**src/source/gmii_tx_pkg.sv**
```systemverilog
package gmii_tx_pkg;

    ////////////////////
    // frame constants
    ////////////////////

    localparam int unsigned LEN_W         = 11;         // length field in the descriptor
    localparam logic [7:0]  PREAMBLE_BYTE = 8'h55;
    localparam logic [7:0]  SFD_BYTE      = 8'hD5;
    localparam int unsigned PREAMBLE_LEN  = 7;
    localparam int unsigned FCS_LEN       = 4;
    localparam logic [31:0] CRC_POLY      = 32'hEDB8_8320;  // 802.3 poly, bit reversed

    ////////////////////
    // sequencer to back end
    ////////////////////

    typedef enum logic [1:0] {
        KIND_PRE,
        KIND_SFD,
        KIND_DATA,
        KIND_FCS
    } beat_kind_e;

    // first && nib_hi marks a whole GMII byte, otherwise nib_hi picks the MII nibble
    typedef struct packed {
        logic       valid;
        beat_kind_e kind;
        logic       first;      // first clock of a byte slot
        logic       nib_hi;
        logic [7:0] data;
    } tx_beat_t;

    typedef struct packed {
        logic [3:0] hi;
        logic [3:0] lo;
    } nibble_pair_t;

    typedef union packed {
        logic [7:0]   whole;    // gmii view
        nibble_pair_t nib;      // mii view
    } tx_byte_u;

    ////////////////////
    // external fifo pair
    ////////////////////

    typedef struct packed {
        logic        ptr_empty;
        logic [15:0] ptr;       // length in [10:0]
        logic [7:0]  data;
    } queue_in_t;

    typedef struct packed {
        logic ptr_rd;
        logic data_rd;
    } queue_rd_t;

endpackage

```
**src/source/crc32_8023.sv**
```systemverilog
`timescale 1ns/1ps

module crc32_8023 (
    input  logic                  tx_master_clk,
    input  logic                  rstn_mac,
    input  gmii_tx_pkg::tx_beat_t beat,
    output logic [7:0]            fcs_byte
);
    import gmii_tx_pkg::*;

    logic [31:0] crc_q;

    // one byte through the reflected crc, lsb first
    function automatic logic [31:0] crc_step(input logic [31:0] crc, input logic [7:0] d);
        logic [31:0] c;
        c = crc;
        for (int i = 0; i < 8; i++) begin
            if (c[0] ^ d[i]) begin
                c = (c >> 1) ^ CRC_POLY;
            end else begin
                c = c >> 1;
            end
        end
        return c;
    endfunction

    always_ff @(posedge tx_master_clk or negedge rstn_mac) begin
        if (!rstn_mac) begin
            crc_q <= '1;
        end else if (beat.valid) begin
            case (beat.kind)
                KIND_SFD: begin
                    if (beat.first) begin
                        crc_q <= '1;                            // preset for the new frame
                    end
                end
                KIND_DATA: begin
                    if (beat.first) begin
                        crc_q <= crc_step(crc_q, beat.data);
                    end
                end
                KIND_FCS: begin
                    // nib_hi marks the last clock of a byte slot, gmii or mii
                    if (beat.nib_hi) begin
                        crc_q <= crc_q >> 8;                    // next fcs byte down
                    end
                end
                default: begin
                    crc_q <= crc_q;
                end
            endcase
        end
    end

    // fcs goes out inverted, low byte first
    assign fcs_byte = (beat.kind == KIND_FCS) ? ~crc_q[7:0] : 8'h00;

endmodule

```
**src/source/tx_frame_seq.sv**
```systemverilog
`timescale 1ns/1ps

module tx_frame_seq #(
    parameter int unsigned IFG_CYCLES = 12
) (
    input  logic                   tx_master_clk,
    input  logic                   rstn_mac,
    input  logic                   speed,         // 1 = gmii
    input  gmii_tx_pkg::queue_in_t normal_q,
    input  gmii_tx_pkg::queue_in_t tte_q,
    output gmii_tx_pkg::queue_rd_t normal_rd,
    output gmii_tx_pkg::queue_rd_t tte_rd,
    output gmii_tx_pkg::tx_beat_t  beat
);
    import gmii_tx_pkg::*;

    typedef enum logic [2:0] {
        S_IDLE,
        S_PTR,      // descriptor read strobe
        S_DESC,     // descriptor word on the bus
        S_PRE,
        S_SFD,
        S_DATA,
        S_FCS,
        S_GAP
    } seq_state_e;

    seq_state_e       state;
    logic             dir;          // 1 = tte queue owns this frame
    logic             gmii;         // speed latched per frame
    logic [LEN_W-1:0] len;
    logic [LEN_W-1:0] cnt;          // bytes left in phase, or gap clocks left
    logic             nib_ph;       // second mii nibble in progress
    tx_beat_t         beat_q;

    queue_in_t        q_sel;
    logic             byte_last;
    logic             fetch;

    assign q_sel     = dir ? tte_q : normal_q;
    assign byte_last = gmii || nib_ph;

    // pull the next payload byte so it lands on the next slot's first clock
    assign fetch = byte_last &&
                   ((state == S_SFD && len != '0) || (state == S_DATA && cnt != '0));

    assign tte_rd.ptr_rd     = (state == S_PTR) && dir;
    assign normal_rd.ptr_rd  = (state == S_PTR) && !dir;
    assign tte_rd.data_rd    = fetch && dir;
    assign normal_rd.data_rd = fetch && !dir;

    // payload comes straight from the selected fifo, held until the next read
    always_comb begin
        beat = beat_q;
        if (beat_q.kind == KIND_DATA) begin
            beat.data = q_sel.data;
        end
    end

    always_ff @(posedge tx_master_clk or negedge rstn_mac) begin
        if (!rstn_mac) begin
            state  <= S_IDLE;
            dir    <= 1'b0;
            gmii   <= 1'b1;
            len    <= '0;
            cnt    <= '0;
            nib_ph <= 1'b0;
            beat_q <= '0;
        end else begin
            case (state)
                S_IDLE: begin
                    if (!tte_q.ptr_empty || !normal_q.ptr_empty) begin
                        dir   <= !tte_q.ptr_empty;      // tte first
                        state <= S_PTR;
                    end
                end
                S_PTR: begin
                    state <= S_DESC;
                end
                S_DESC: begin
                    len           <= q_sel.ptr[LEN_W-1:0];
                    gmii          <= speed;
                    cnt           <= LEN_W'(PREAMBLE_LEN - 1);
                    nib_ph        <= 1'b0;
                    beat_q.valid  <= 1'b1;
                    beat_q.kind   <= KIND_PRE;
                    beat_q.first  <= 1'b1;
                    beat_q.nib_hi <= speed;             // gmii: whole byte at once
                    beat_q.data   <= PREAMBLE_BYTE;
                    state         <= S_PRE;
                end
                S_PRE, S_SFD, S_DATA, S_FCS: begin
                    if (!byte_last) begin
                        // mii, move on to the high nibble
                        nib_ph        <= 1'b1;
                        beat_q.first  <= 1'b0;
                        beat_q.nib_hi <= 1'b1;
                    end else begin
                        nib_ph        <= 1'b0;
                        beat_q.first  <= 1'b1;
                        beat_q.nib_hi <= gmii;
                        case (state)
                            S_PRE: begin
                                if (cnt == '0) begin
                                    beat_q.kind <= KIND_SFD;
                                    beat_q.data <= SFD_BYTE;
                                    state       <= S_SFD;
                                end else begin
                                    cnt <= cnt - 1'b1;
                                end
                            end
                            S_SFD: begin
                                if (len != '0) begin
                                    beat_q.kind <= KIND_DATA;
                                    cnt         <= len - 1'b1;
                                    state       <= S_DATA;
                                end else begin
                                    beat_q.kind <= KIND_FCS;  // empty payload
                                    cnt         <= LEN_W'(FCS_LEN - 1);
                                    state       <= S_FCS;
                                end
                            end
                            S_DATA: begin
                                if (cnt == '0) begin
                                    beat_q.kind <= KIND_FCS;
                                    cnt         <= LEN_W'(FCS_LEN - 1);
                                    state       <= S_FCS;
                                end else begin
                                    cnt <= cnt - 1'b1;
                                end
                            end
                            default: begin
                                if (cnt == '0) begin
                                    beat_q.valid  <= 1'b0;
                                    beat_q.kind   <= KIND_PRE;
                                    beat_q.first  <= 1'b0;
                                    beat_q.nib_hi <= 1'b0;
                                    cnt           <= LEN_W'(IFG_CYCLES - 1);
                                    state         <= S_GAP;
                                end else begin
                                    cnt <= cnt - 1'b1;
                                end
                            end
                        endcase
                    end
                end
                S_GAP: begin
                    if (cnt == '0) begin
                        state <= S_IDLE;
                    end else begin
                        cnt <= cnt - 1'b1;
                    end
                end
                default: begin
                    state <= S_IDLE;
                end
            endcase
        end
    end

endmodule

```
**src/source/tx_gmii_out.sv**
```systemverilog
`timescale 1ns/1ps

module tx_gmii_out (
    input  logic                  tx_master_clk,
    input  logic                  rstn_mac,
    input  gmii_tx_pkg::tx_beat_t beat,
    input  logic [7:0]            fcs_byte,
    output logic                  gtx_dv,
    output logic [7:0]            gtx_d
);
    import gmii_tx_pkg::*;

    tx_byte_u out_byte;

    always_comb begin
        out_byte.whole = (beat.kind == KIND_FCS) ? fcs_byte : beat.data;
    end

    ////////////////////
    // line register
    ////////////////////

    // first with nib_hi is a gmii byte, otherwise mii nibble by nib_hi
    always_ff @(posedge tx_master_clk or negedge rstn_mac) begin
        if (!rstn_mac) begin
            gtx_dv <= 1'b0;
            gtx_d  <= 8'h00;
        end else begin
            gtx_dv <= beat.valid;
            if (!beat.valid) begin
                gtx_d <= 8'h00;
            end else if (beat.first && beat.nib_hi) begin
                gtx_d <= out_byte.whole;
            end else if (beat.nib_hi) begin
                gtx_d <= {4'h0, out_byte.nib.hi};
            end else begin
                gtx_d <= {4'h0, out_byte.nib.lo};    // low nibble leads
            end
        end
    end

endmodule

```
**src/source/gmii_tx_mac.sv**
```systemverilog
`timescale 1ns/1ps

module gmii_tx_mac #(
    parameter int unsigned IFG_CYCLES = 12      // gap in clocks after the last fcs byte
) (
    input  logic                   tx_master_clk,
    input  logic                   rstn_mac,
    input  logic                   speed,
    input  gmii_tx_pkg::queue_in_t normal_q,
    input  gmii_tx_pkg::queue_in_t tte_q,
    output gmii_tx_pkg::queue_rd_t normal_rd,
    output gmii_tx_pkg::queue_rd_t tte_rd,
    output logic                   gtx_dv,
    output logic [7:0]             gtx_d
);
    import gmii_tx_pkg::*;

    tx_beat_t   beat;
    logic [7:0] fcs_byte;

    tx_frame_seq #(
        .IFG_CYCLES (IFG_CYCLES)
    ) u_seq (
        .tx_master_clk (tx_master_clk),
        .rstn_mac      (rstn_mac),
        .speed         (speed),
        .normal_q      (normal_q),
        .tte_q         (tte_q),
        .normal_rd     (normal_rd),
        .tte_rd        (tte_rd),
        .beat          (beat)
    );

    // fcs runs beside the sequencer on the same beats
    crc32_8023 u_crc (
        .tx_master_clk (tx_master_clk),
        .rstn_mac      (rstn_mac),
        .beat          (beat),
        .fcs_byte      (fcs_byte)
    );

    tx_gmii_out u_out (
        .tx_master_clk (tx_master_clk),
        .rstn_mac      (rstn_mac),
        .beat          (beat),
        .fcs_byte      (fcs_byte),
        .gtx_dv        (gtx_dv),
        .gtx_d         (gtx_d)
    );

endmodule

```
**config.mk**
```make
export PLATFORM = sky130hd
export DESIGN_NAME = gmii_tx_mac
export DESIGN_NICKNAME = d
export VERILOG_FILES = /design/src/source/gmii_tx_pkg.sv /design/src/source/crc32_8023.sv /design/src/source/tx_frame_seq.sv /design/src/source/tx_gmii_out.sv /design/src/source/gmii_tx_mac.sv
export SDC_FILE = /design/constraint.sdc
export NUM_CORES = 1
export LEC_CHECK = 0
export ABC_AREA = 1
export ABC_CLOCK_PERIOD_IN_PS = 5200
export BUFFER_PORTS_ARGS = -buffer_cell sky130_fd_sc_hd__buf_2
export CORE_MARGIN = 3
export CORE_UTILIZATION = 50
export CTS_CLUSTER_DIAMETER = 120
export CTS_CLUSTER_SIZE = 8
export DETAILED_ROUTE_END_ITERATION = 12
export PLACE_DENSITY = 0.74
export SLEW_MARGIN = 20
export SYNTH_ARGS = -nofsm -noshare
export SYNTH_HDL_FRONTEND = slang
export SYNTH_HIERARCHICAL = 1
export SYNTH_SLANG_ARGS = --single-unit
export TNS_END_PERCENT = 10
```
**constraint.sdc**
```tcl
create_clock -name tx_master_clk -period 5.2 [get_ports tx_master_clk]
set_input_delay 0 -clock tx_master_clk [delete_from_list [all_inputs] [get_ports tx_master_clk]]
set_output_delay 0 -clock tx_master_clk [all_outputs]
set_load 0.05 [all_outputs]
```
==> results.tsv <==
stage	metric	value	unit
status	status	completed	
logic_synthesis	EDFF count, synth	0	
die	Core Region	0.01108	sq mm
setup_path	Slowest-stage cell, CP	inv_1	
global_routing	initial antenna violation count	0	
final_layout	Synth-to-Final Area Change	15.84	%
clocking	Root Driver	clkbuf_16	
setup_path	worst-path maximum fanout	23	
detailed_routing	DRC marker count from the first detailed-route iteration	659	
logic_synthesis	Synth Instances	885	
setup_path	Setup crit end kind	flop	
final_layout	layout cell share with drive strength beyond 1	0.1688	
placement	Final GP Congestion	0.9492	
logic_synthesis	post-synth net total	943	
detailed_routing	DR pass1 iterations	5	
die	die area	0.01296	sq mm
die	Die W	113.8	microns
global_routing	GR Overflow Total	0	
final_layout	fin cells	1100	
sta	final hold violations	0	
run	Max Cap Viol	0	
logic_synthesis	total number of yosys warnings	6	
clocking	CTS buffer count	9	
detailed_routing	Antenna Violating Nets Remaining	0	
detailed_routing	met3 WL	1303	microns
power_and_ir_drop	Clock power frac	0.145	
setup_path	worst path cell trace	inv_1 > nor2_1 > o21ai_0 > inv_1 > nand2_1 > nand2_1 > nand2_1 > nand2_2 > xnor2_1 > nand2_1 > nand3_1 > a21oi_1	
setup_path	Worst EP required	5.46	ns
power_and_ir_drop	Max IR drop VDD	0.0003071	V
clocking	clock slew at reported path FFs	0.06	ns
final_layout	Core Util, Final	0.6079	
power_and_ir_drop	Pleak	3.490	nW
die	Die Ht	113.8	microns
detailed_routing	met2 WL	6650	microns
sta	Final Max Slew Viols	0	
detailed_routing	vias per cell	5.319	
die	Starting Density	0.5247	
final_layout	most frequent cells in the layout	nand2_1 (267), nor2_1 (104), inv_1 (99)	
logic_synthesis	Cell Area, Synth	0.005813	sq mm
global_routing	vias in the first global route	5338	
setup_path	Worst path max stage delay	0.71	ns
global_routing	pin count of the biggest net entering global routing	77	
clocking	CTS tree	built	
worst_hold_path	hold crit path type	primary input to flop	
logic_synthesis	Avg Cell Area, Syn	6.568	sq um
worst_hold_path	Cells on Worst Hold Path	5	
sta	clock skew	0.004621	ns
setup_path	reg2reg setup slack	1.87	ns
logic_synthesis	area leader, netlist	dfrtp_1	
sta	worst slew margin relative to its limit	0.3238	
placement	I/O Buffers	55	
detailed_routing	via count	5851	
sta	Slew @ Worst Pin	1.014	ns
sta	Tmin final	3.328	ns
die	io pins	66	
sta	TNS Setup	0	ns
clocking	Skew-Pair Late Insertion Delay	0.33	ns
sta	Max Fclk	300.5	MHz
logic_synthesis	top cells by area, synth	dfrtp_1 (19%), nand2_1 (17%), dfstp_2 (15%), nor2_1 (6.7%), inv_1 (6.4%)	
clocking	Clock Path Buffers	2	
logic_synthesis	Yosys reg bits	76	
placement	placed cells	1058	
die	FP Rows	38	
clocking	CTS Sinks	76	
clocking	cts repair resizes	0	
global_routing	GRT Overall Usage	0.2488	
power_and_ir_drop	power density over the cells	737.4	mW/mm^2
power_and_ir_drop	combinational power share	0.610	
sta	fin crit share	0.6400	
logic_synthesis	top_reg_cell synth	dfrtp_1	
final_layout	most common cell after layout, fill and taps aside	nand2_1	
detailed_routing	drt wl/cell	14.23	microns
final_layout	fin nets	1013	
power_and_ir_drop	sequential share of power	0.244	
setup_path	R2R cell count	12	
clocking	H-tree Lvls	3	
power_and_ir_drop	Psw	2.528	mW
detailed_routing	routed wire length	15650	microns
logic_synthesis	Yosys top cell area share	0.1851	
sta	final setup violation count	0	
setup_path	most used cell, CP	nand2_1	
setup_path	arrival time worst endpoint	3.59	ns
logic_synthesis	asr flop ratio synth	1.000	
power_and_ir_drop	Switching Share	0.5090	
detailed_routing	drt drc	0	
logic_synthesis	Synth cell types	40	
placement	Detailed Place HPWL	10690	microns
detailed_routing	met1 wire length	7560	microns
detailed_routing	top routing layer in use	met4	
logic_synthesis	Seq/Total Area, Yosys	0.3343	
setup_path	critical path startpoint category	flop	
setup_path	WS Path Type	flop to flop	
power_and_ir_drop	Internal	2.438	mW
final_layout	diode count	0	
global_routing	global-route wire length before repair	26150	microns
sta	RSZ-0062 raised after global routing	no	
cell usage after synthesis, drive strengths merged, types with 2 or more instances:
cell and n:
dfstp 33, xor2 26, clkbuf 5, a21oi 53
nand4 9, o21ai 50, xnor2 5, buf 19
o31ai 11, a32oi 2, or2 5, nand2 297
nand3b 5, nor3 3, dfrtp 43, inv 111
a22oi 4, o22ai 4, nor2 113, ha 5
o211ai 2, nand3 72, o21a 5
power by group through the flow:
stage          Clock (mW)  Sequential [mW]  Combinational, mW
2_1_floorplan           0             1.20               2.29
3_3_place_gp            0             1.21               2.79
3_5_place_dp            0             1.22               2.84
4_1_cts             0.730             1.21               2.97
5_1_grt             0.758             1.26               3.41
6_report            0.721             1.21               3.03
area by class of cell:
class	instances	area [sq um]
Clock buffer	9	225.2
Clock inverter	7	115.1
Fill cell	1015	4344
Inverter	112	422.9
Multi-Input combinational cell	673	3299
Sequential cell	76	1943
Tap cell	140	175.2
Timing Repair Buffer	83	553.0
layer usage:
metal | up-vias | GRT usage
met5 | - | 0
met4 | 0 | 0.05701
met3 | 13 | 0.04085
met2 | 270 | 0.3863
met1 | 2617 | 0.3656
li1 | 2951 | -
worst paths after layout:
path,start,endpoint
setup / recovery,u_seq/dir,u_crc/crc_q[25]
hold / removal,normal_q[5],u_out/gtx_d[5]
setup reg to reg,u_seq/dir,u_crc/crc_q[25]
hold reg to reg,u_crc/crc_q[18],u_crc/crc_q[18]
max in group asynchronous,rstn_mac,u_seq/beat[11]
min in group asynchronous,rstn_mac,u_seq/cnt[3]
kinds of logic after synthesis:
family                     Yosys count  synth area share
xor gates and xnor gates            31           0.04671
adders and majority gates            5           0.01076
AOI/OAI and AO/OA                  132            0.1281
and+or+nand+nor                    505            0.3820
buffers and inverters              136           0.09815
DFF                                 76            0.3343
registers in the layout, summed over array words and instances (netlist names):
name / flops
u_out/gtx_d: 8
u_seq/beat: 5
u_seq/state: 3
u_seq/len: 11
u_out/gtx_dv: 1
u_seq/dir: 1
u_seq/cnt: 11
u_crc/crc_q: 32
u_seq/nib_ph: 1
u_seq/beat_q: 2
u_seq/gmii: 1
metrics by stage:
stage | power, mW | cell area (sq um) | hold slack [ns] | worst slack (ns)
floorplan | 3.484 | 5813 | -0.2956 | 3.081
global placement | 4.003 | 6133 | 0.2261 | 1.990
detailed placement | 4.057 | 6133 | 0.2286 | 1.966
CTS | 4.907 | 6734 | 0.1551 | 1.935
global route | 5.426 | 6734 | 0.2048 | 1.515
finish | 4.965 | 6734 | 0.1650 | 1.872
worst max-delay path, delay by kind of cell, from the launching register on:
family | cells | cell delay [ns]
compound gates | 2 | 0.62
xor+xnor | 1 | 0.29
simple gates | 7 | 0.79
buf+inv | 2 | 0.86
flops | 1 | 0.68
what timing repair did:
action / CTS / global route
hold endpoints to repair: 57 / 0
hold buffers: 26 / 0
buffers inserted: 0 / 0
No activity file was read; power rests on OpenSTA's default activity.
